File: config.mk
export PLATFORM = sky130hd
export DESIGN_NAME = bw_test_top
export DESIGN_NICKNAME = d
export VERILOG_FILES = /design/src/hw/bw_test_pkg.sv /design/src/hw/bw_csr_regs.sv /design/src/hw/bw_req_stream.sv /design/src/hw/bw_run_ctrl.sv /design/src/hw/bw_stream_stats.sv /design/src/hw/bw_test_top.sv
export SDC_FILE = /design/constraint.sdc
export NUM_CORES = 2
export LEC_CHECK = 0
export BUFFER_PORTS_ARGS = -buffer_cell sky130_fd_sc_hd__buf_4
export CELL_PAD_IN_SITES_DETAIL_PLACEMENT = 0
export CELL_PAD_IN_SITES_GLOBAL_PLACEMENT = 2
export CORE_ASPECT_RATIO = 0.75
export CORE_MARGIN = 3
export CORE_UTILIZATION = 41
export CTS_BUF_LIST = sky130_fd_sc_hd__clkbuf_16
export CTS_CLUSTER_SIZE = 14
export DETAILED_ROUTE_END_ITERATION = 10
export PLACE_DENSITY_LB_ADDON = 0.08
export SYNTH_ARGS = -nofsm -noshare
export SYNTH_HDL_FRONTEND = slang
export SYNTH_HIERARCHICAL = 1
export SYNTH_SLANG_ARGS = --single-unit
export TNS_END_PERCENT = 5
File: constraint.sdc
create_clock -name clk -period 5.6 [get_ports clk]
set_input_delay 0.84 -clock clk [delete_from_list [all_inputs] [get_ports clk]]
set_output_delay 0.84 -clock clk [all_outputs]
set_load 0.05 [all_outputs]
File: src/hw/bw_test_pkg.sv
// Memory bandwidth test engine shared definitions
// Widths, CSR map, configuration, request and statistics types

package bw_test_pkg;

    // Line address width
    localparam int ADDR_W = 48;

    typedef logic [31:0] counter_t;
    typedef logic [63:0] total_t;
    typedef logic [15:0] stride_t;

    // ====================
    // CSR map
    // ====================
    localparam int N_CSRS = 8;
    typedef logic [$clog2(N_CSRS)-1:0] csr_idx_t;

    // Host write side, a write to CSR_CYCLES starts a run
    localparam csr_idx_t CSR_CYCLES   = 3'd0;
    localparam csr_idx_t CSR_RD_BASE  = 3'd1;
    localparam csr_idx_t CSR_WR_BASE  = 3'd2;
    localparam csr_idx_t CSR_MEM_MASK = 3'd3;
    localparam csr_idx_t CSR_CONFIG   = 3'd4;
    localparam csr_idx_t CSR_INTERVAL = 3'd5;

    // Host read side
    localparam csr_idx_t RD_CSR_CYCLES_EXEC = 3'd0;
    localparam csr_idx_t RD_CSR_RD_RSP      = 3'd1;
    localparam csr_idx_t RD_CSR_WR_RSP      = 3'd2;
    localparam csr_idx_t RD_CSR_STATUS      = 3'd3;
    localparam csr_idx_t RD_CSR_RD_MAX      = 3'd4;
    localparam csr_idx_t RD_CSR_WR_MAX      = 3'd5;
    localparam csr_idx_t RD_CSR_RD_TOTAL    = 3'd6;
    localparam csr_idx_t RD_CSR_WR_TOTAL    = 3'd7;

    // One-cycle host write strobe
    typedef struct packed {
        logic        valid;
        csr_idx_t    idx;
        logic [63:0] data;
    } csr_wr_t;

    typedef struct packed {
        stride_t           stride;
        logic              enable_reads;
        logic              enable_writes;
        logic [7:0]        rd_interval;
        logic [7:0]        wr_interval;
        logic [ADDR_W-1:0] rd_base;
        logic [ADDR_W-1:0] wr_base;
        logic [ADDR_W-1:0] mem_mask;
    } test_cfg_t;

    // Single-line request strobe
    typedef struct packed {
        logic              valid;
        logic [ADDR_W-1:0] addr;
    } mem_req_t;

    typedef struct packed {
        counter_t rsp_cnt;
        counter_t inflight_max;
        total_t   inflight_total;
    } stream_stats_t;

    typedef enum logic [1:0] {
        ST_IDLE,
        ST_RUN,
        ST_TERMINATE
    } run_state_t;

endpackage

File: src/hw/bw_csr_regs.sv
// Bandwidth test CSR bank
// Holds host-written configuration and returns results through a
// registered read mux

`timescale 1ns/1ps

module bw_csr_regs
    import bw_test_pkg::*;
#(
    parameter int N_MEM_REGION_BITS = 24
)
(
    input  logic          clk,
    input  logic          reset,
    input  csr_wr_t       csr_wr,
    input  csr_idx_t      csr_rd_idx,
    input  run_state_t    state,
    input  logic          rd_almfull_q,
    input  logic          wr_almfull_q,
    input  counter_t      cycles_executed,
    input  stream_stats_t rd_stats,
    input  stream_stats_t wr_stats,
    output test_cfg_t     cfg,
    output counter_t      cycles_load,
    output logic          cycles_load_en,
    output logic [63:0]   csr_rd_data
);

    // Limits the buffer mask to the allocated region
    localparam logic [ADDR_W-1:0] REGION_MASK =
        ADDR_W'((64'(1) << N_MEM_REGION_BITS) - 64'(1));

    // Run length goes straight to run control
    assign cycles_load    = counter_t'(csr_wr.data);
    assign cycles_load_en = csr_wr.valid && (csr_wr.idx == CSR_CYCLES);

    // ====================
    // Host writes
    // ====================
    always_ff @(posedge clk)
    begin
        if (reset)
        begin
            cfg <= '0;
        end
        else if (csr_wr.valid)
        begin
            case (csr_wr.idx)
                CSR_RD_BASE:  cfg.rd_base <= csr_wr.data[ADDR_W-1:0];
                CSR_WR_BASE:  cfg.wr_base <= csr_wr.data[ADDR_W-1:0];
                CSR_MEM_MASK: cfg.mem_mask <= csr_wr.data[ADDR_W-1:0] & REGION_MASK;
                CSR_CONFIG:
                begin
                    // Stride above the two enable bits
                    cfg.stride        <= csr_wr.data[17:2];
                    cfg.enable_writes <= csr_wr.data[1];
                    cfg.enable_reads  <= csr_wr.data[0];
                end
                CSR_INTERVAL:
                begin
                    cfg.wr_interval <= csr_wr.data[15:8];
                    cfg.rd_interval <= csr_wr.data[7:0];
                end
                default:
                begin
                end
            endcase
        end
    end

    // ====================
    // Host reads
    // ====================
    // Data shows up one cycle after the index
    always_ff @(posedge clk)
    begin
        case (csr_rd_idx)
            RD_CSR_CYCLES_EXEC: csr_rd_data <= 64'(cycles_executed);
            RD_CSR_RD_RSP:      csr_rd_data <= 64'(rd_stats.rsp_cnt);
            RD_CSR_WR_RSP:      csr_rd_data <= 64'(wr_stats.rsp_cnt);
            // State in bits 15:8, registered almost-full flags in bits 1:0
            RD_CSR_STATUS:
                csr_rd_data <= {48'(0), 8'(state), 6'(0), wr_almfull_q, rd_almfull_q};
            RD_CSR_RD_MAX:      csr_rd_data <= 64'(rd_stats.inflight_max);
            RD_CSR_WR_MAX:      csr_rd_data <= 64'(wr_stats.inflight_max);
            RD_CSR_RD_TOTAL:    csr_rd_data <= rd_stats.inflight_total;
            default:            csr_rd_data <= wr_stats.inflight_total;
        endcase
    end

endmodule

File: src/hw/bw_req_stream.sv
// Bandwidth test request stream
// Paces single-line requests and walks a strided offset through a
// masked buffer, rotating the restart base on each wrap

`timescale 1ns/1ps

module bw_req_stream
    import bw_test_pkg::*;
#(
    parameter int N_MEM_REGION_BITS = 24
)
(
    input  logic              clk,
    input  logic              reset,
    input  logic              start,
    input  logic              enable,
    input  logic              almfull,
    input  logic [7:0]        interval,
    input  stride_t           stride,
    input  logic [ADDR_W-1:0] base,
    input  logic [ADDR_W-1:0] mem_mask,
    output mem_req_t          req,
    output logic              almfull_q
);

    // Offsets live in the region plus one carry bit, so running past the
    // top of a full-region mask still reads as leaving the buffer
    typedef logic [N_MEM_REGION_BITS:0] offset_t;

    logic [7:0] pace_cnt;
    logic       pace_tick;
    logic       do_issue;
    offset_t    region_mask;
    offset_t    offset;
    offset_t    offset_next;
    stride_t    rot_base;
    stride_t    rot_base_max;
    stride_t    rot_base_first;

    // Port back-pressure, held asserted through reset
    always_ff @(posedge clk)
    begin
        if (reset)
        begin
            almfull_q <= 1'b1;
        end
        else
        begin
            almfull_q <= almfull;
        end
    end

    // ====================
    // Load pacer
    // ====================
    always_ff @(posedge clk)
    begin
        if (reset)
        begin
            pace_cnt  <= '0;
            pace_tick <= 1'b0;
        end
        else
        begin
            pace_tick <= (pace_cnt == '0);
            pace_cnt  <= (pace_cnt == '0) ? interval : pace_cnt - 8'd1;
        end
    end

    // Ticks lost while stalled are not made up later
    assign do_issue = enable && pace_tick && !almfull_q;

    // ====================
    // Address walker
    // ====================
    assign region_mask = {1'b0, mem_mask[N_MEM_REGION_BITS-1:0]};

    // Largest restart base, one line below the stride inside the buffer
    assign rot_base_max = (stride == '0) ? '0 : (stride - stride_t'(1)) & stride_t'(mem_mask);

    // Offset 0 opens the run, so the first wrap already uses the next base
    assign rot_base_first = (rot_base_max == '0) ? '0 : stride_t'(1);

    always_ff @(posedge clk)
    begin
        if (reset || start)
        begin
            offset      <= '0;
            offset_next <= offset_t'(stride);
            rot_base    <= rot_base_first;
        end
        else if (do_issue)
        begin
            if (|(offset_next & ~region_mask))
            begin
                // Left the buffer, restart at the rotating base
                offset      <= offset_t'(rot_base);
                offset_next <= offset_t'(rot_base) + offset_t'(stride);
                rot_base    <= (rot_base < rot_base_max) ? rot_base + stride_t'(1) : '0;
            end
            else
            begin
                offset      <= offset_next;
                offset_next <= offset_next + offset_t'(stride);
            end
        end
    end

    // Registered request, one cycle after the issue decision
    always_ff @(posedge clk)
    begin
        req.addr <= base + ADDR_W'(offset);
        if (reset)
        begin
            req.valid <= 1'b0;
        end
        else
        begin
            req.valid <= do_issue;
        end
    end

endmodule

File: src/hw/bw_run_ctrl.sv
// Bandwidth test run control
// Idle, run and terminate FSM with the remaining-cycle and
// executed-cycle counters

`timescale 1ns/1ps

module bw_run_ctrl
    import bw_test_pkg::*;
(
    input  logic       clk,
    input  logic       reset,
    input  test_cfg_t  cfg,
    input  counter_t   cycles_load,
    input  logic       cycles_load_en,
    input  logic       rd_busy,
    input  logic       wr_busy,
    output logic       start,
    output logic       rd_enable,
    output logic       wr_enable,
    output run_state_t state,
    output counter_t   cycles_executed
);

    counter_t cycles_rem;

    // Remaining cycles are loaded by the host and run down to zero
    always_ff @(posedge clk)
    begin
        if (reset)
        begin
            cycles_rem <= '0;
        end
        else if (cycles_load_en)
        begin
            cycles_rem <= cycles_load;
        end
        else if (cycles_rem != '0)
        begin
            cycles_rem <= cycles_rem - counter_t'(1);
        end
    end

    // ====================
    // Run FSM
    // ====================
    always_ff @(posedge clk)
    begin
        if (reset)
        begin
            start           <= 1'b0;
            state           <= ST_IDLE;
            rd_enable       <= 1'b0;
            wr_enable       <= 1'b0;
            cycles_executed <= '0;
        end
        else
        begin
            // One-cycle pulse after the cycle count write
            start <= cycles_load_en;

            case (state)
                ST_IDLE:
                begin
                    if (start)
                    begin
                        // Last run's count stays readable until the next start
                        cycles_executed <= '0;
                        state           <= ST_RUN;
                        rd_enable       <= cfg.enable_reads;
                        wr_enable       <= cfg.enable_writes;
                    end
                end
                ST_RUN:
                begin
                    cycles_executed <= cycles_executed + counter_t'(1);
                    if (cycles_rem == '0)
                    begin
                        state     <= ST_TERMINATE;
                        rd_enable <= 1'b0;
                        wr_enable <= 1'b0;
                    end
                end
                ST_TERMINATE:
                begin
                    cycles_executed <= cycles_executed + counter_t'(1);
                    // Drain until nothing is issued or outstanding
                    if (!rd_busy && !wr_busy)
                    begin
                        state <= ST_IDLE;
                    end
                end
                default:
                begin
                    state <= ST_IDLE;
                end
            endcase
        end
    end

endmodule

File: src/hw/bw_stream_stats.sv
// Bandwidth test stream statistics
// Response count plus in-flight current, maximum and running total
// for Little's Law latency

`timescale 1ns/1ps

module bw_stream_stats
    import bw_test_pkg::*;
(
    input  logic          clk,
    input  logic          reset,
    input  logic          start,
    input  logic          issue,
    input  logic          rsp,
    output stream_stats_t stats,
    output logic          busy
);

    counter_t inflight_now;

    always_ff @(posedge clk)
    begin
        if (reset || start)
        begin
            inflight_now         <= '0;
            stats.rsp_cnt        <= '0;
            stats.inflight_max   <= '0;
            stats.inflight_total <= '0;
        end
        else
        begin
            if (rsp)
            begin
                stats.rsp_cnt <= stats.rsp_cnt + counter_t'(1);
            end

            // Request and response together leave the count unchanged
            if (issue != rsp)
            begin
                inflight_now <= rsp ? inflight_now - counter_t'(1)
                                    : inflight_now + counter_t'(1);
            end

            // Max and total follow the current count every cycle
            if (inflight_now > stats.inflight_max)
            begin
                stats.inflight_max <= inflight_now;
            end
            stats.inflight_total <= stats.inflight_total + total_t'(inflight_now);
        end
    end

    // A request on the port is not yet counted, so it keeps the stream busy too
    assign busy = issue || (inflight_now != '0);

endmodule

File: src/hw/bw_test_top.sv
// Memory bandwidth test engine top level
// CSR bank, run control, and a read and a write stream with their
// statistics blocks

`timescale 1ns/1ps

module bw_test_top
    import bw_test_pkg::*;
#(
    parameter int N_MEM_REGION_BITS = 24
)
(
    input  logic        clk,
    input  logic        reset,
    input  csr_wr_t     csr_wr,
    input  csr_idx_t    csr_rd_idx,
    input  logic        rd_almfull,
    input  logic        wr_almfull,
    input  logic        rd_rsp,
    input  logic        wr_rsp,
    output logic [63:0] csr_rd_data,
    output mem_req_t    rd_req,
    output mem_req_t    wr_req
);

    test_cfg_t     cfg;
    counter_t      cycles_load;
    logic          cycles_load_en;
    logic          start;
    logic          rd_enable;
    logic          wr_enable;
    run_state_t    state;
    counter_t      cycles_executed;
    logic          rd_almfull_q;
    logic          wr_almfull_q;
    stream_stats_t rd_stats;
    stream_stats_t wr_stats;
    logic          rd_busy;
    logic          wr_busy;

    // ====================
    // Control
    // ====================
    bw_csr_regs #(
        .N_MEM_REGION_BITS(N_MEM_REGION_BITS)
    ) csr_regs (
        .clk, .reset, .csr_wr, .csr_rd_idx, .state,
        .rd_almfull_q, .wr_almfull_q, .cycles_executed,
        .rd_stats, .wr_stats,
        .cfg, .cycles_load, .cycles_load_en, .csr_rd_data
    );

    bw_run_ctrl run_ctrl (
        .clk, .reset, .cfg, .cycles_load, .cycles_load_en,
        .rd_busy, .wr_busy,
        .start, .rd_enable, .wr_enable, .state, .cycles_executed
    );

    // ====================
    // Streams
    // ====================
    bw_req_stream #(
        .N_MEM_REGION_BITS(N_MEM_REGION_BITS)
    ) rd_stream (
        .clk, .reset, .start,
        .enable(rd_enable), .almfull(rd_almfull), .interval(cfg.rd_interval),
        .stride(cfg.stride), .base(cfg.rd_base), .mem_mask(cfg.mem_mask),
        .req(rd_req), .almfull_q(rd_almfull_q)
    );

    bw_req_stream #(
        .N_MEM_REGION_BITS(N_MEM_REGION_BITS)
    ) wr_stream (
        .clk, .reset, .start,
        .enable(wr_enable), .almfull(wr_almfull), .interval(cfg.wr_interval),
        .stride(cfg.stride), .base(cfg.wr_base), .mem_mask(cfg.mem_mask),
        .req(wr_req), .almfull_q(wr_almfull_q)
    );

    // Stats count the request strobe itself as the issue event
    bw_stream_stats rd_stats_i (
        .clk, .reset, .start, .issue(rd_req.valid), .rsp(rd_rsp),
        .stats(rd_stats), .busy(rd_busy)
    );

    bw_stream_stats wr_stats_i (
        .clk, .reset, .start, .issue(wr_req.valid), .rsp(wr_rsp),
        .stats(wr_stats), .busy(wr_busy)
    );

endmodule

==> impl_metrics.env <==
export IMPL_outcome="complete, no violations"
export IMPL_hold_path_end="rd_stream/almfull_q"
export IMPL_pin_count=239
export IMPL_nets=6490
export IMPL_synth_net_count=6391
export IMPL_die_h_um=307.3
export IMPL_yosys_warnings=6
export IMPL_cp_data_required_time_ns=6.05
export IMPL_ant_nets=0
export IMPL_hp_class="input port to flip-flop"
export IMPL_crit_path_max_fanout=16
export IMPL_cts_max_level=3
export IMPL_die_w_um=407.8
export IMPL_core_area_um2=118900
export IMPL_hold_depth=2
export IMPL_placed_cells=7567
export IMPL_finClkSkew_ns=0.02736
export IMPL_wl_per_cell_um=22.61
export IMPL_syn_cell_area_um2=49640
export IMPL_reg2reg_to="rd_stream/rot_base[0]"
export IMPL_num_fill_cells=11850
export IMPL_synthCells=5955
export IMPL_rows=109
export IMPL_wl_um=175100
export IMPL_rr_startpoint="csr_regs/cfg[170]"
export IMPL_critical_path_class="flip-flop to flip-flop"
export IMPL_hold_viol_final=0
export IMPL_slew_viol_final=0
export IMPL_tns_ns=0
export IMPL_worstMarginPinSlew_ns=1.238
export IMPL_relSlewSlack_pct=16.83
export IMPL_grt_util_all_layers_pct=27.03
export IMPL_post_dp_cell_area_um2=52580
export IMPL_path_clk_slew_ns=0.07
export IMPL_start_kind="flip-flop"
export IMPL_endpoint_kind="flip-flop"
export IMPL_dr_pass1_iters=6
export IMPL_power_mw=19.00
export IMPL_overflow=0
export IMPL_leakagePower_nw=22.67
export IMPL_reg2reg_depth=12
export IMPL_drc=0
export IMPL_antennaDiodeCount=0
export IMPL_vias=43840
export IMPL_final_cells=7744
export IMPL_cts_hold_buffers=0
export IMPL_antenna_found_initial=6
export IMPL_setup_viol=0
export IMPL_io_buffers=222
export IMPL_cts_setup_buffers=0
export IMPL_irDropWorstVdd_mv=0.2702
export IMPL_clock_sinks=857
export IMPL_cts_resized=0
export IMPL_start_util_pct=41.74
export IMPL_grt_max_degree=78
export IMPL_cts_buffers=94
export IMPL_area_growth_pct=12.65
export IMPL_cts_tree="built"
export IMPL_cap_violations=0
export IMPL_holdWs_ns=0.3237
export IMPL_syn_avg_cell_area_um2=8.335
export IMPL_grt_pass1_wl_um=261200
export IMPL_powerDensity_nw_per_um2=339.8
export IMPL_dp_hpwl_um=131300
export IMPL_rsz0062_at_grt="no"
export IMPL_first_iter_violations=4066
export IMPL_worstPathArrival_ns=5.02
export IMPL_hp_start="rd_almfull"
export IMPL_clk_path_buf_depth=3
export IMPL_viasPerCell=5.661
export IMPL_gp_congestion=0.9169
export IMPL_drive_above_1_share_pct=9.014
export IMPL_r2r_slack_ns=1.03
export IMPL_fmax_mhz=219.0
export IMPL_final_area_um2=55910
export IMPL_grt_pass1_vias=40280
export IMPL_final_period_utilization_pct=81.52
export IMPL_dieArea_um2=125300
export IMPL_fin_crit_ns=4.565
export IMPL_cts_root_buffer="clkbuf_16"
export IMPL_clk_latency_ns=0.73
==> layout by cell type, fill, tap and decap left out, types with 20 or more instances in the layout <==
cell / count
dfxtp_1: 793
nand2_1: 772
nor2_1: 545
a21oi_1: 527
ha_1: 349
buf_4: 295
inv_1: 240
xnor2_1: 231
o21ai_0: 211
xor2_1: 200
nand3_1: 184
mux2i_1: 148
a21o_1: 127
a211oi_1: 99
clkbuf_16: 97
nand4_1: 93
nor3_1: 91
and3_1: 90
edfxtp_1: 64
or3_1: 63
o21a_1: 63
nor4_1: 54
a31oi_1: 49
nand2b_1: 44
o21bai_1: 38
nor2b_1: 37
a22o_1: 34
or4_1: 33
o211ai_1: 32
o22ai_1: 29
and2_1: 26
o31ai_1: 24
or2_2: 23
o21ai_1: 23
and4_1: 20
==> metal layers <==
layer  vias to the layer above  part of all wire [%]  GRT usage, %  routed length [um]
met4                         2                   1.7         4.955                2944
met2                      1298                    37         35.40               65280
met1                     20930                    52         42.60               90440
met5                         -                0.0097             0                  17
met3                       171                   9.4         8.229               16380
li1                      21440                     -             -                   -
==> sequential cells by signal (all words and copies together) (netlist names), 32 cells and up <==
signal	cells
csr_regs/cfg	154
rd_stats_i/stats	128
wr_stats_i/stats	128
csr_regs/csr_rd_data	64
rd_stream/req	49
wr_stream/req	49
rd_stats_i/inflight_now	32
run_ctrl/cycles_executed	32
run_ctrl/cycles_rem	32
wr_stats_i/inflight_now	32
==> metrics by stage <==
stage	utilization, %	setup slack (ns)
floorplan	-	1.796
global placement	44.22	1.142
detailed placement	44.22	1.086
CTS	47.02	1.083
global route	47.02	0.7973
finish	47.02	1.035
==> layout make-up <==
cell class                 count  area, um^2  share of cell area, %
multi-input combinational   4576       29650                  53.03
sequential                   857       17800                  31.83
inverter                     227       852.1                  1.524
timing repair buffer         298        2268                  4.057
clock inverter                80       903.4                  1.616
clock buffer                  97        2427                  4.341
tap                         1609        2013                  3.600
==> power by group <==
part | leakage [nW] | switching (mW) | internal [mW]
combinational | 13.9 | 3.02 | 1.91
sequential | 7.10 | 0.570 | 6.68
clock | 1.68 | 2.86 | 3.96
==> critical path: stages (launching register included) <==
cell and delay (ns):
dfxtp_1 0.57, or3_4 0.52, or4b_4 0.51, or4b_1 0.80, nand3_1 0.25, ha_1 0.16, and4_1 0.23, o211ai_1 0.10
a41o_1 0.22, a311oi_1 0.32, nor3_1 0.11, o21ai_2 0.30, o221ai_1 0.19
==> worst max-delay path by stage <==
stage / slack (ns) / start / end
after floorplan: 1.80 / csr_regs/cfg[170] / rd_stream/rot_base[10]
after global placement: 1.14 / csr_regs/cfg[170] / rd_stream/rot_base[0]
after detailed placement: 1.09 / csr_regs/cfg[170] / rd_stream/rot_base[0]
after CTS: 1.08 / csr_regs/cfg[170] / rd_stream/rot_base[0]
after global routing: 0.80 / csr_regs/cfg[170] / rd_stream/rot_base[0]
final: 1.03 / csr_regs/cfg[170] / rd_stream/rot_base[0]
Power figures use the tool's default switching activity.
